--- src/jtag_dbg_pkg.sv ---
package jtag_dbg_pkg;

  // tap controller states in the usual 1149.1 encoding
  typedef enum logic [3:0] {
    EXIT2_DR         = 4'h0,
    EXIT1_DR         = 4'h1,
    SHIFT_DR         = 4'h2,
    PAUSE_DR         = 4'h3,
    SELECT_IR_SCAN   = 4'h4,
    UPDATE_DR        = 4'h5,
    CAPTURE_DR       = 4'h6,
    SELECT_DR_SCAN   = 4'h7,
    EXIT2_IR         = 4'h8,
    EXIT1_IR         = 4'h9,
    SHIFT_IR         = 4'hA,
    PAUSE_IR         = 4'hB,
    RUN_TEST_IDLE    = 4'hC,
    UPDATE_IR        = 4'hD,
    CAPTURE_IR       = 4'hE,
    TEST_LOGIC_RESET = 4'hF
  } tap_state_t;

  // instruction codes, anything not listed here selects bypass
  typedef logic [3:0] ir_t;
  localparam ir_t IR_EXTEST  = 4'h0;
  localparam ir_t IR_SAMPLE  = 4'h1;
  localparam ir_t IR_STATUS  = 4'h8;
  localparam ir_t IR_COMMAND = 4'h9;
  localparam ir_t IR_ADDRESS = 4'hA;
  localparam ir_t IR_DATA    = 4'hB;
  localparam ir_t IR_IDCODE  = 4'hC;
  localparam ir_t IR_BYPASS  = 4'hF;

  // fixed pattern shifted out of the ir, lets the host spot a broken chain
  localparam ir_t IR_CAPTURE = 4'b0001;

  // data shift register, bus read and write data
  typedef logic [31:0] dr_t;

  // short scan lengths, all other dr instructions use the full 32 bits
  localparam int CMD_LEN    = 4;
  localparam int STATUS_LEN = 6;

  // word address of the debug registers on the far side of the bus
  typedef logic [2:0] bus_addr_t;
  localparam bus_addr_t ADDR_RESET   = 3'd0;
  localparam bus_addr_t ADDR_STATUS  = 3'd1;
  localparam bus_addr_t ADDR_COMMAND = 3'd2;
  localparam bus_addr_t ADDR_ADDRESS = 3'd3;
  localparam bus_addr_t ADDR_DATA    = 3'd4;
  localparam bus_addr_t ADDR_DO_CMD  = 3'd5;

  // bus command
  typedef enum logic [1:0] {
    CMD_NOP   = 2'b00,
    CMD_READ  = 2'b01,
    CMD_WRITE = 2'b10
  } bus_cmd_t;

endpackage

--- src/jtag_bus_req.sv ---
`timescale 1ns/10ps

module jtag_bus_req
  import jtag_dbg_pkg::*;
(
  input  logic      jtag_tck,
  input  logic      jtag_trst_a,
  input  ir_t       i_ir_latch,
  input  logic      i_run_test_idle,
  input  logic      i_test_logic_reset_nxt,
  input  logic      i_run_test_idle_nxt,
  input  logic      i_select_dr_scan_nxt,
  input  logic      i_capture_dr_nxt,
  input  logic      i_update_dr_nxt,
  output bus_addr_t o_bus_addr,
  output bus_cmd_t  o_bus_cmd,
  output logic      o_bus_req_toggle
);

  bus_addr_t addr_q;
  bus_cmd_t  cmd_q;
  logic      toggle_q;
  logic      wr_ir;
  logic      rd_ir;
  logic      cmd_ir;
  logic      at_reset;

  // register address behind an instruction, status is read only
  function automatic bus_addr_t ir_to_addr(input ir_t ir, input logic rd);
    bus_addr_t addr;
    case (ir)
      IR_ADDRESS: addr = ADDR_ADDRESS;
      IR_DATA:    addr = ADDR_DATA;
      IR_COMMAND: addr = ADDR_COMMAND;
      IR_STATUS:  addr = rd ? ADDR_STATUS : ADDR_RESET;
      default:    addr = ADDR_RESET;
    endcase
    return addr;
  endfunction

  // which instructions actually start a bus cycle
  assign wr_ir  = i_ir_latch inside {IR_ADDRESS, IR_DATA, IR_COMMAND};
  assign rd_ir  = wr_ir || (i_ir_latch == IR_STATUS);
  assign cmd_ir = rd_ir || (i_ir_latch == IR_IDCODE);

  // a registered reset write means the tap already sits in test-logic-reset
  assign at_reset = (cmd_q == CMD_WRITE) && (addr_q == ADDR_RESET);

  // address and command, registered on entry to the state
  // read address is held from select-dr-scan through capture-dr
  always_ff @(posedge jtag_tck or posedge jtag_trst_a)
  begin
    if (jtag_trst_a)
    begin
      cmd_q  <= CMD_NOP;
      addr_q <= ADDR_RESET;
    end
    else if (i_update_dr_nxt)
    begin
      cmd_q  <= CMD_WRITE;
      addr_q <= ir_to_addr(i_ir_latch, 1'b0);
    end
    else if (i_select_dr_scan_nxt || i_capture_dr_nxt)
    begin
      cmd_q  <= CMD_READ;
      addr_q <= ir_to_addr(i_ir_latch, 1'b1);
    end
    else if (i_run_test_idle_nxt)
    begin
      cmd_q  <= CMD_WRITE;
      addr_q <= ADDR_DO_CMD;
    end
    else if (i_test_logic_reset_nxt)
    begin
      cmd_q  <= CMD_WRITE;
      addr_q <= ADDR_RESET;
    end
    else
    begin
      cmd_q  <= CMD_NOP;
      addr_q <= ADDR_RESET;
    end
  end

  // request toggle, each flip is one bus cycle
  // the read is speculative, issued before the host commits to capture-dr
  always_ff @(posedge jtag_tck or posedge jtag_trst_a)
  begin
    if (jtag_trst_a)
      toggle_q <= 1'b0;
    else if (i_update_dr_nxt)
      toggle_q <= toggle_q ^ wr_ir;
    else if (i_select_dr_scan_nxt)
      toggle_q <= toggle_q ^ rd_ir;
    else if (i_run_test_idle_nxt && !i_run_test_idle)
      toggle_q <= toggle_q ^ cmd_ir;
    else if (i_test_logic_reset_nxt && !at_reset)
      toggle_q <= ~toggle_q;
  end

  assign o_bus_addr       = addr_q;
  assign o_bus_cmd        = cmd_q;
  assign o_bus_req_toggle = toggle_q;

  // a request always carries a real command
  a_req_has_cmd: assert property (@(posedge jtag_tck) disable iff (jtag_trst_a)
    $changed(toggle_q) |-> (cmd_q != CMD_NOP));

endmodule

--- src/jtag_debug_port.sv ---
`timescale 1ns/10ps

module jtag_debug_port
  import jtag_dbg_pkg::*;
#(
  parameter dr_t IDCODE_VALUE = 32'h0000_0001
)
(
  input  logic      jtag_tck,
  input  logic      jtag_trst_a,
  input  logic      i_tms,
  input  logic      i_tdi,
  input  dr_t       i_bus_rdata,
  output logic      o_tdo,
  output logic      o_busy,
  output bus_addr_t o_bus_addr,
  output bus_cmd_t  o_bus_cmd,
  output dr_t       o_bus_wdata,
  output logic      o_bus_req_toggle
);

  // current state decodes
  logic test_logic_reset;
  logic run_test_idle;
  logic capture_ir;
  logic shift_ir;
  logic update_ir;
  logic capture_dr;
  logic shift_dr;
  logic select_ir;
  // next state decodes
  logic test_logic_reset_nxt;
  logic run_test_idle_nxt;
  logic select_dr_scan_nxt;
  logic capture_dr_nxt;
  logic update_dr_nxt;
  ir_t  ir_latch;

  // tap controller
  jtag_tap_fsm u_tap_fsm (
    .jtag_tck               (jtag_tck),
    .jtag_trst_a            (jtag_trst_a),
    .i_tms                  (i_tms),
    .o_test_logic_reset     (test_logic_reset),
    .o_run_test_idle        (run_test_idle),
    .o_capture_ir           (capture_ir),
    .o_shift_ir             (shift_ir),
    .o_update_ir            (update_ir),
    .o_capture_dr           (capture_dr),
    .o_shift_dr             (shift_dr),
    .o_select_ir            (select_ir),
    .o_test_logic_reset_nxt (test_logic_reset_nxt),
    .o_run_test_idle_nxt    (run_test_idle_nxt),
    .o_select_dr_scan_nxt   (select_dr_scan_nxt),
    .o_capture_dr_nxt       (capture_dr_nxt),
    .o_update_dr_nxt        (update_dr_nxt)
  );

  // ir, dr, bypass and tdo, the shift register doubles as bus write data
  jtag_scan_regs #(
    .IDCODE_VALUE (IDCODE_VALUE)
  ) u_scan_regs (
    .jtag_tck           (jtag_tck),
    .jtag_trst_a        (jtag_trst_a),
    .i_tdi              (i_tdi),
    .i_test_logic_reset (test_logic_reset),
    .i_run_test_idle    (run_test_idle),
    .i_capture_ir       (capture_ir),
    .i_shift_ir         (shift_ir),
    .i_update_ir        (update_ir),
    .i_capture_dr       (capture_dr),
    .i_shift_dr         (shift_dr),
    .i_select_ir        (select_ir),
    .i_bus_rdata        (i_bus_rdata),
    .o_ir_latch         (ir_latch),
    .o_shift_data       (o_bus_wdata),
    .o_tdo              (o_tdo)
  );

  // bus address, command and request toggle
  jtag_bus_req u_bus_req (
    .jtag_tck               (jtag_tck),
    .jtag_trst_a            (jtag_trst_a),
    .i_ir_latch             (ir_latch),
    .i_run_test_idle        (run_test_idle),
    .i_test_logic_reset_nxt (test_logic_reset_nxt),
    .i_run_test_idle_nxt    (run_test_idle_nxt),
    .i_select_dr_scan_nxt   (select_dr_scan_nxt),
    .i_capture_dr_nxt       (capture_dr_nxt),
    .i_update_dr_nxt        (update_dr_nxt),
    .o_bus_addr             (o_bus_addr),
    .o_bus_cmd              (o_bus_cmd),
    .o_bus_req_toggle       (o_bus_req_toggle)
  );

  // busy whenever the host is doing anything but resting, e.g. for an activity led
  assign o_busy = ~(test_logic_reset | run_test_idle);

endmodule

--- src/jtag_scan_regs.sv ---
`timescale 1ns/10ps

module jtag_scan_regs
  import jtag_dbg_pkg::*;
#(
  parameter dr_t IDCODE_VALUE = 32'h0000_0001
)
(
  input  logic jtag_tck,
  input  logic jtag_trst_a,
  input  logic i_tdi,
  input  logic i_test_logic_reset,
  input  logic i_run_test_idle,
  input  logic i_capture_ir,
  input  logic i_shift_ir,
  input  logic i_update_ir,
  input  logic i_capture_dr,
  input  logic i_shift_dr,
  input  logic i_select_ir,
  input  dr_t  i_bus_rdata,
  output ir_t  o_ir_latch,
  output dr_t  o_shift_data,
  output logic o_tdo
);

  ir_t  ir_sreg_q;
  ir_t  ir_latch_q;
  dr_t  shift_q;
  logic bypass_q;
  logic tdo_q;
  logic dr_sel;
  logic dr_tdo;

  // instructions that own the data shift register
  // all other codes use bypass
  assign dr_sel = ir_latch_q inside {IR_STATUS, IR_COMMAND, IR_ADDRESS, IR_DATA, IR_IDCODE};
  assign dr_tdo = dr_sel ? shift_q[0] : bypass_q;

  // ir shift register
  // lsb leaves first and tdi enters at the top
  always_ff @(posedge jtag_tck)
  begin
    if (i_capture_ir)
      ir_sreg_q <= IR_CAPTURE;
    else if (i_shift_ir)
      ir_sreg_q <= {i_tdi, ir_sreg_q[3:1]};
  end

  // instruction latch
  // idcode is the power-up and reset instruction
  always_ff @(posedge jtag_tck or posedge jtag_trst_a)
  begin
    if (jtag_trst_a)
      ir_latch_q <= IR_IDCODE;
    else if (i_test_logic_reset)
      ir_latch_q <= IR_IDCODE;
    else if (i_update_ir)
      ir_latch_q <= ir_sreg_q;
  end

  // data shift register
  // scan length follows the instruction and tdi goes in at the top used bit
  always_ff @(posedge jtag_tck)
  begin
    if (i_test_logic_reset)
      shift_q <= '0;
    else if (i_shift_dr)
    begin
      case (ir_latch_q)
        IR_COMMAND: shift_q[CMD_LEN-1:0]    <= {i_tdi, shift_q[CMD_LEN-1:1]};
        IR_STATUS:  shift_q[STATUS_LEN-1:0] <= {i_tdi, shift_q[STATUS_LEN-1:1]};
        default:    shift_q                 <= {i_tdi, shift_q[31:1]};
      endcase
    end
    else if (i_capture_dr)
    begin
      case (ir_latch_q)
        IR_ADDRESS, IR_DATA: shift_q <= i_bus_rdata;
        // short registers come back zero extended
        IR_COMMAND:          shift_q <= dr_t'(i_bus_rdata[CMD_LEN-1:0]);
        IR_STATUS:           shift_q <= dr_t'(i_bus_rdata[STATUS_LEN-1:0]);
        IR_IDCODE:           shift_q <= IDCODE_VALUE;
        // boundary scan codes have no chain here and behave as bypass
        default:             shift_q <= '0;
      endcase
    end
  end

  // one bit bypass path
  // zero on capture then tdi delayed by a clock
  always_ff @(posedge jtag_tck)
  begin
    if (i_capture_dr)
      bypass_q <= 1'b0;
    else if (i_shift_dr)
      bypass_q <= i_tdi;
  end

  // tdo changes on the falling edge so the host sees it settled at the next rise
  // held low while the port is idle
  always_ff @(negedge jtag_tck or posedge jtag_trst_a)
  begin
    if (jtag_trst_a)
      tdo_q <= 1'b0;
    else if (i_test_logic_reset || i_run_test_idle)
      tdo_q <= 1'b0;
    else if (i_shift_dr || i_shift_ir)
      tdo_q <= i_select_ir ? ir_sreg_q[0] : dr_tdo;
  end

  assign o_ir_latch   = ir_latch_q;
  assign o_shift_data = shift_q;
  assign o_tdo        = tdo_q;

  // the fsm can only be in one shift state, and ir shifting lies in the ir column
  a_one_shift: assert property (@(posedge jtag_tck) disable iff (jtag_trst_a)
    !(i_shift_ir && i_shift_dr) && (!i_shift_ir || i_select_ir));

endmodule

--- src/jtag_tap_fsm.sv ---
`timescale 1ns/10ps

module jtag_tap_fsm
  import jtag_dbg_pkg::*;
(
  input  logic jtag_tck,
  input  logic jtag_trst_a,
  input  logic i_tms,
  output logic o_test_logic_reset,
  output logic o_run_test_idle,
  output logic o_capture_ir,
  output logic o_shift_ir,
  output logic o_update_ir,
  output logic o_capture_dr,
  output logic o_shift_dr,
  output logic o_select_ir,
  output logic o_test_logic_reset_nxt,
  output logic o_run_test_idle_nxt,
  output logic o_select_dr_scan_nxt,
  output logic o_capture_dr_nxt,
  output logic o_update_dr_nxt
);

  tap_state_t state_q;
  tap_state_t state_nxt;

  // standard 1149.1 transitions, tms picks one of two successors
  always_comb
  begin
    case (state_q)
      TEST_LOGIC_RESET: state_nxt = i_tms ? TEST_LOGIC_RESET : RUN_TEST_IDLE;
      RUN_TEST_IDLE:    state_nxt = i_tms ? SELECT_DR_SCAN   : RUN_TEST_IDLE;
      // dr column
      SELECT_DR_SCAN:   state_nxt = i_tms ? SELECT_IR_SCAN   : CAPTURE_DR;
      CAPTURE_DR:       state_nxt = i_tms ? EXIT1_DR         : SHIFT_DR;
      SHIFT_DR:         state_nxt = i_tms ? EXIT1_DR         : SHIFT_DR;
      EXIT1_DR:         state_nxt = i_tms ? UPDATE_DR        : PAUSE_DR;
      PAUSE_DR:         state_nxt = i_tms ? EXIT2_DR         : PAUSE_DR;
      EXIT2_DR:         state_nxt = i_tms ? UPDATE_DR        : SHIFT_DR;
      UPDATE_DR:        state_nxt = i_tms ? SELECT_DR_SCAN   : RUN_TEST_IDLE;
      // ir column
      SELECT_IR_SCAN:   state_nxt = i_tms ? TEST_LOGIC_RESET : CAPTURE_IR;
      CAPTURE_IR:       state_nxt = i_tms ? EXIT1_IR         : SHIFT_IR;
      SHIFT_IR:         state_nxt = i_tms ? EXIT1_IR         : SHIFT_IR;
      EXIT1_IR:         state_nxt = i_tms ? UPDATE_IR        : PAUSE_IR;
      PAUSE_IR:         state_nxt = i_tms ? EXIT2_IR         : PAUSE_IR;
      EXIT2_IR:         state_nxt = i_tms ? UPDATE_IR        : SHIFT_IR;
      UPDATE_IR:        state_nxt = i_tms ? SELECT_DR_SCAN   : RUN_TEST_IDLE;
      // unknown state falls back to reset
      default:          state_nxt = TEST_LOGIC_RESET;
    endcase
  end

  // trst puts the port in test-logic-reset
  always_ff @(posedge jtag_tck or posedge jtag_trst_a)
  begin
    if (jtag_trst_a)
      state_q <= TEST_LOGIC_RESET;
    else
      state_q <= state_nxt;
  end

  // current state decodes
  assign o_test_logic_reset = (state_q == TEST_LOGIC_RESET);
  assign o_run_test_idle    = (state_q == RUN_TEST_IDLE);
  assign o_capture_ir       = (state_q == CAPTURE_IR);
  assign o_shift_ir         = (state_q == SHIFT_IR);
  assign o_update_ir        = (state_q == UPDATE_IR);
  assign o_capture_dr       = (state_q == CAPTURE_DR);
  assign o_shift_dr         = (state_q == SHIFT_DR);

  // whole ir column, steers tdo to the instruction register
  assign o_select_ir = state_q inside {SELECT_IR_SCAN, CAPTURE_IR, SHIFT_IR, EXIT1_IR,
                                       PAUSE_IR, EXIT2_IR, UPDATE_IR};

  // next state decodes, bus requests register on these
  assign o_test_logic_reset_nxt = (state_nxt == TEST_LOGIC_RESET);
  assign o_run_test_idle_nxt    = (state_nxt == RUN_TEST_IDLE);
  assign o_select_dr_scan_nxt   = (state_nxt == SELECT_DR_SCAN);
  assign o_capture_dr_nxt       = (state_nxt == CAPTURE_DR);
  assign o_update_dr_nxt        = (state_nxt == UPDATE_DR);

  // state register must never pick up x from tms
  a_state_known: assert property (@(posedge jtag_tck) disable iff (jtag_trst_a)
    !$isunknown(state_q));

  // five tms highs reach test-logic-reset from any state
  a_tms_reset: assert property (@(posedge jtag_tck) disable iff (jtag_trst_a)
    i_tms [*5] |=> (state_q == TEST_LOGIC_RESET));

endmodule

--- config.mk ---
export PLATFORM = sky130hd
export DESIGN_NAME = jtag_debug_port
export DESIGN_NICKNAME = d
export VERILOG_FILES = /design/src/jtag_dbg_pkg.sv /design/src/jtag_bus_req.sv /design/src/jtag_debug_port.sv /design/src/jtag_scan_regs.sv /design/src/jtag_tap_fsm.sv
export SDC_FILE = /design/constraint.sdc
export NUM_CORES = 1
export LEC_CHECK = 0
export BUFFER_PORTS_ARGS = -buffer_cell sky130_fd_sc_hd__buf_4
export CAP_MARGIN = 5
export CORE_UTILIZATION = 47
export CTS_CLUSTER_DIAMETER = 60
export CTS_CLUSTER_SIZE = 20
export DETAILED_ROUTE_END_ITERATION = 8
export HOLD_SLACK_MARGIN = 0.15
export PLACE_DENSITY = 0.73
export SETUP_SLACK_MARGIN = 0.4
export SLEW_MARGIN = 20
export SYNTH_ARGS = -nofsm -noshare
export SYNTH_HDL_FRONTEND = slang
export SYNTH_SLANG_ARGS = --single-unit
--- constraint.sdc ---
create_clock -name jtag_tck -period 1.8 [get_ports jtag_tck]
set_clock_uncertainty 0.05 [all_clocks]
set_input_delay 0.36 -clock jtag_tck [delete_from_list [all_inputs] [get_ports jtag_tck]]
set_output_delay 0.36 -clock jtag_tck [all_outputs]
set_load 0.01 [all_outputs]
# [Word level (Yosys, flattened, before mapping)]
# Index checks and enable logic that the tools add are counted.
[classes] eq_ne=28 mux=38 bitwise=6 n_reduce_logical=26
[op_table] operator="32-bit case mux with 4 select lines" count=1
[op_table] operator="32-bit 2-to-1 mux" count=2
[op_table] operator="4-bit equality test (second input constant)" count=15
[op_table] operator="4-bit case mux with 12 select lines" count=1
[op_table] operator="4-bit by 3-bit equality test with 1-bit output (second input constant)" count=7
[op_table] operator="26-bit 2-to-1 mux" count=1
[op_table] operator="3-bit 2-to-1 mux" count=7
[op_table] operator="2-bit 2-to-1 mux" count=10
[op_table] operator="4-bit 2-to-1 mux" count=4
[op_table] operator="3-bit case mux with 4 select lines" count=1
[op_table] operator="1-bit 2-to-1 mux" count=9
[op_table] operator="3-bit case mux with 3 select lines" count=1
[op_table] operator="4-bit by 2-bit equality test with 1-bit output (second input constant)" count=2
[op_table] operator="2-bit OR reduction" count=4
[op_table] operator="7-bit nonzero test" count=1
[op_table] operator="2-bit nonzero test" count=3
[op_table] operator="1-bit logical OR" count=5
[op_table] operator="5-bit nonzero test" count=1
[op_table] operator="4-bit by 1-bit equality test with 1-bit output (second input constant)" count=1
[op_table] operator="4-bit zero test" count=1
[op_table] operator="2-bit != test (second input constant)" count=2
[op_table] operator="2-bit case mux with 2 select lines" count=1
[op_table] operator="2-bit AND reduction" count=2
[op_table] operator="4-bit nonzero test" count=1
[op_table] operator="9 further kinds" count=15
[word_totals] register_bits=52 in_bits=36 output_inout_bits=40 elab_cells=109

# [Depth between registers and ports, before layout]
[depth] depth_word=9 ltp_mapped=8

# [By module]
# From an unflattened synthesis, not the netlist that was laid out.
[hier_totals] hier_cells=289 hier_area_um2=2810.2
[by_module_without_submodules] mod="jtag_scan_regs" instances=1 cells_each=207 area_per_inst_um2=2125.8
[by_module_without_submodules] mod="jtag_tap_fsm" instances=1 cells_each=51 area_per_inst_um2=375.4
[by_module_without_submodules] mod="jtag_bus_req" instances=1 cells_each=30 area_per_inst_um2=305.3
[by_module_without_submodules] mod="jtag_debug_port" instances=1 cells_each=1 area_per_inst_um2=3.8

==> flow_metrics.py <==
metrics = {
    "outcome": {
        "status": "complete, but fails checks",
        "violations": "negative setup slack",
    },
    "sta": {
        "rsz0062_at_grt": "yes",
        "worst_slew_pin_slew_ps": 598,
        "period_share_pct": 128,
        "worst_slack_ps": -501,
        "slew-limit-headroom_pct": 59.7,
        "setup_viol": 44,
        "finalHoldViolCount": 0,
        "fmax_ghz": 0.435,
        "min_period_ps": 2300,
        "slew_viol_final": 0,
        "finalHoldWorstSlack_ps": 263,
    },
    "floorplanning": {
        "die_h_um": 77.1,
        "dieArea_mm2": 0.00594,
        "start_util_pct": 50.3,
        "boundaryPins": 76,
        "core_area_mm2": 0.00527,
        "rows": 26,
        "die_w_um": 77.1,
    },
    "setup_path": {
        "max_stage_delay_ps": 680,
        "timing.rr.start": "u_tap_fsm.state_q[1]",
        "crit_path_end_kind": "register",
        "cp.arrival_ps": 2470,
        "cp_slowest_cell": "dfstp_2",
        "rrSetupSlack_ps": -500,
        "start_kind": "register",
        "r2r_end": "u_scan_regs.o_shift_data[26]",
        "cpLargestDelayFamily": "buffers and inverters",
        "crit_required_ps": 1970,
        "reg2reg_depth": 9,
        "critPathKind": "reg2reg",
        "cp_cell_sequence": "buf_6, buf_6, nor4b_4, buf_4, buf_8, buf_12, buf_12, a22oi_2, a211oi_1",
        "cp_max_fo": 8,
        "crit_buf_inv": 6,
    },
    "cts": {
        "path_clk_slew_ps": 100,
        "clockBufferDepth": 2,
        "clockRootBuffer": "clkbuf_8",
        "clkLatencyLatePin_ps": 320,
        "cts.sinks": 52,
        "cts_buffers": 5,
        "cts-htree-levels": 2,
        "cts_tree": "built",
    },
    "synth": {
        "synth_cell_types": 50,
        "synth.area.top_cells": "dfxtp_1, a22oi_2, a211oi_1",
        "synth-seq-area-share_pct": 42.4,
        "yosys_warnings": 0,
        "yosysTopAreaCell": "dfxtp_1",
        "synth_edf_count": 0,
        "syn_avg_cell_area_um2": 8.92,
        "netlist_area_mm2": 0.00265,
        "yosysTopAreaCellShare_pct": 28.0,
        "netlist_instances": 297,
        "yosys_most_used_dff": "dfxtp_1",
        "synth-seq-cells": 52,
        "syn_nets": 333,
        "synthArstFlopShare_pct": 28.8,
    },
    "run": {
        "maxCapViolCount": 0,
    },
    "detailed_routing": {
        "remaining_drc_errors": 0,
        "wl_per_cell_um": 24.8,
        "num_vias": 3288,
        "viasPerCell": 6.52,
        "drt_first_pass_iters": 5,
        "drt-total-wl_um": 12500,
        "ant_nets": 0,
        "first_iter_violations": 239,
    },
    "placement": {
        "place.gp.congestion": 0.864,
        "dpl.hpwl_um": 5260,
        "dpl.cell_count": 455,
        "portBuffers": 75,
    },
    "hold_path": {
        "hold_depth": 3,
        "hold_path.class": "in2reg",
        "min_to": "u_scan_regs.o_shift_data[31]",
        "min_from": "i_bus_rdata[31]",
    },
    "cells_and_area": {
        "syn2layout_area_growth_pct": 78.0,
        "mostFrequentLayoutCells": "buf_4, nor2_1, dfxtp_1, buf_6, a22oi_2",
        "nets": 469,
        "antenna_cells": 0,
        "final_layout_size_suffix_gt1_share_pct": 62.9,
        "final_common_cell": "buf_4",
        "fin_cells": 504,
        "fill_cells": 221,
    },
    "grt": {
        "grt_use_total_pct": 36.1,
        "globalRouteOverflowTotal": 0,
        "grt_max_degree": 31,
        "grt_pass1_wl_um": 16300,
        "grt_pass1_vias": 2988,
        "antenna_found_initial": 0,
    },
    "power": {
        "power-per-cell-area_mw_per_mm2": 2020,
        "ir_drop_mv": 1.61,
        "leakagePower_nw": 1.88,
        "finalPower_mw": 9.54,
    },
}
## power breakdown
group | internal (mW) | leakage [nW] | switching [mW] | total, mW
clock | 0.280 | 0.0424 | 0.424 | 0.703
sequential | 1.78 | 0.493 | 0.600 | 2.38
combinational | 3.24 | 1.35 | 3.22 | 6.45
total | 5.29 | 1.88 | 4.24 | 9.54
## synth_stat cells (4+ instances only)
library cell / count
nor2_1: 40
dfxtp_1: 37
a211oi_1: 28
nand2_1: 23
a22oi_2: 19
o21ai_0: 15
clkbuf_1: 11
a21oi_1: 10
buf_2: 9
nand2b_1: 9
dfrtp_1: 8
a22oi_1: 7
nand3_1: 7
dfstp_2: 6
inv_1: 6
nor3_1: 6
a31oi_1: 5
nor2b_1: 5
buf_6: 4
## how the worst max path moves through the flow
stage | slack, ps | end | start | depth (start not counted)
finish | -500 | u_scan_regs.o_shift_data[26] | u_tap_fsm.state_q[1] | 9
global route | -530 | u_scan_regs.o_shift_data[26] | u_tap_fsm.state_q[1] | 9
CTS | -380 | o_tdo | u_scan_regs.o_tdo | 1
detailed placement | -340 | u_scan_regs.o_tdo | u_scan_regs.o_ir_latch[2] | 4
global placement | -280 | u_scan_regs.o_tdo | u_scan_regs.o_ir_latch[0] | 4
floorplan | -400 | u_scan_regs.o_tdo | u_tap_fsm.state_q[1] | 6
## worst register-to-register path, stage by stage (launching register included)
cell and delay (ps):
dfstp_2 680, buf_6 140, buf_6 110, nor4b_4 260, buf_4 180, buf_8 120, buf_12 130, buf_12 140
a22oi_2 90, a211oi_1 300
## timing repair
action | 4_1_cts | 5_1_grt
cloned | 7 | 1
endpoints found under the hold margin | 8 | 0
setup endpoints to repair | 54 | 54
pin swaps | 45 | 23
setup buffers | 26 | 6
resized for setup | 92 | 58
hold buffers | 1 | 0
## layer usage
layer	up-vias	wire, um	GRT usage, %
li1	1369	-	-
met1	1612	4850	48.6
met2	249	5800	57.9
met3	58	1290	6.55
met4	0	575	12.8
met5	-	0	0
## registers in the layout, indices dropped and copies added, names as in the netlist
signal and count:
u_scan_regs.o_shift_data 32, u_scan_regs.ir_sreg_q 4, u_scan_regs.o_ir_latch 4, u_tap_fsm.state_q 4, u_bus_req.o_bus_addr 3, u_bus_req.o_bus_cmd 2
u_bus_req.o_bus_req_toggle 1, u_scan_regs.bypass_q 1, u_scan_regs.o_tdo 1
## through the flow
stage,utilization [%],setup WS (ps),cell area (um2),setup TNS [ps]
floorplan,-,-396,2720,-4320
global placement,67.5,-277,3560,-5130
detailed placement,67.5,-336,3560,-6210
CTS,83.5,-384,4400,-8090
global route,89.5,-529,4710,-16850
finish,89.5,-501,4710,-14960
## cells by family (layout without fill, tap and decap cells)
family                 after synthesis  count (layout)  synth area share [%]
AND/OR/NAND/NOR                    104             104                  18.8
AO/OA/AOI/OAI                      105             105                  30.9
multiplexers                         3               3                  1.18
buffers and inverters               31             168                  5.95
flip-flops                          52              52                  42.4
XOR/XNOR                             2               2                 0.661
## final cells by class
| cell class | instances | area, um2 | area share [%] |
|---|---|---|---|
| clock inverters | 1 | 8.76 | 0.186 |
| multi-input cells | 214 | 1820 | 38.6 |
| inverters | 6 | 31.3 | 0.663 |
| clock buffers | 7 | 76.3 | 1.62 |
| repair buffers | 154 | 1570 | 33.3 |
| well taps | 70 | 87.6 | 1.86 |
| flip-flops and latches | 52 | 1120 | 23.8 |
(Power assumes the default switching activity.)
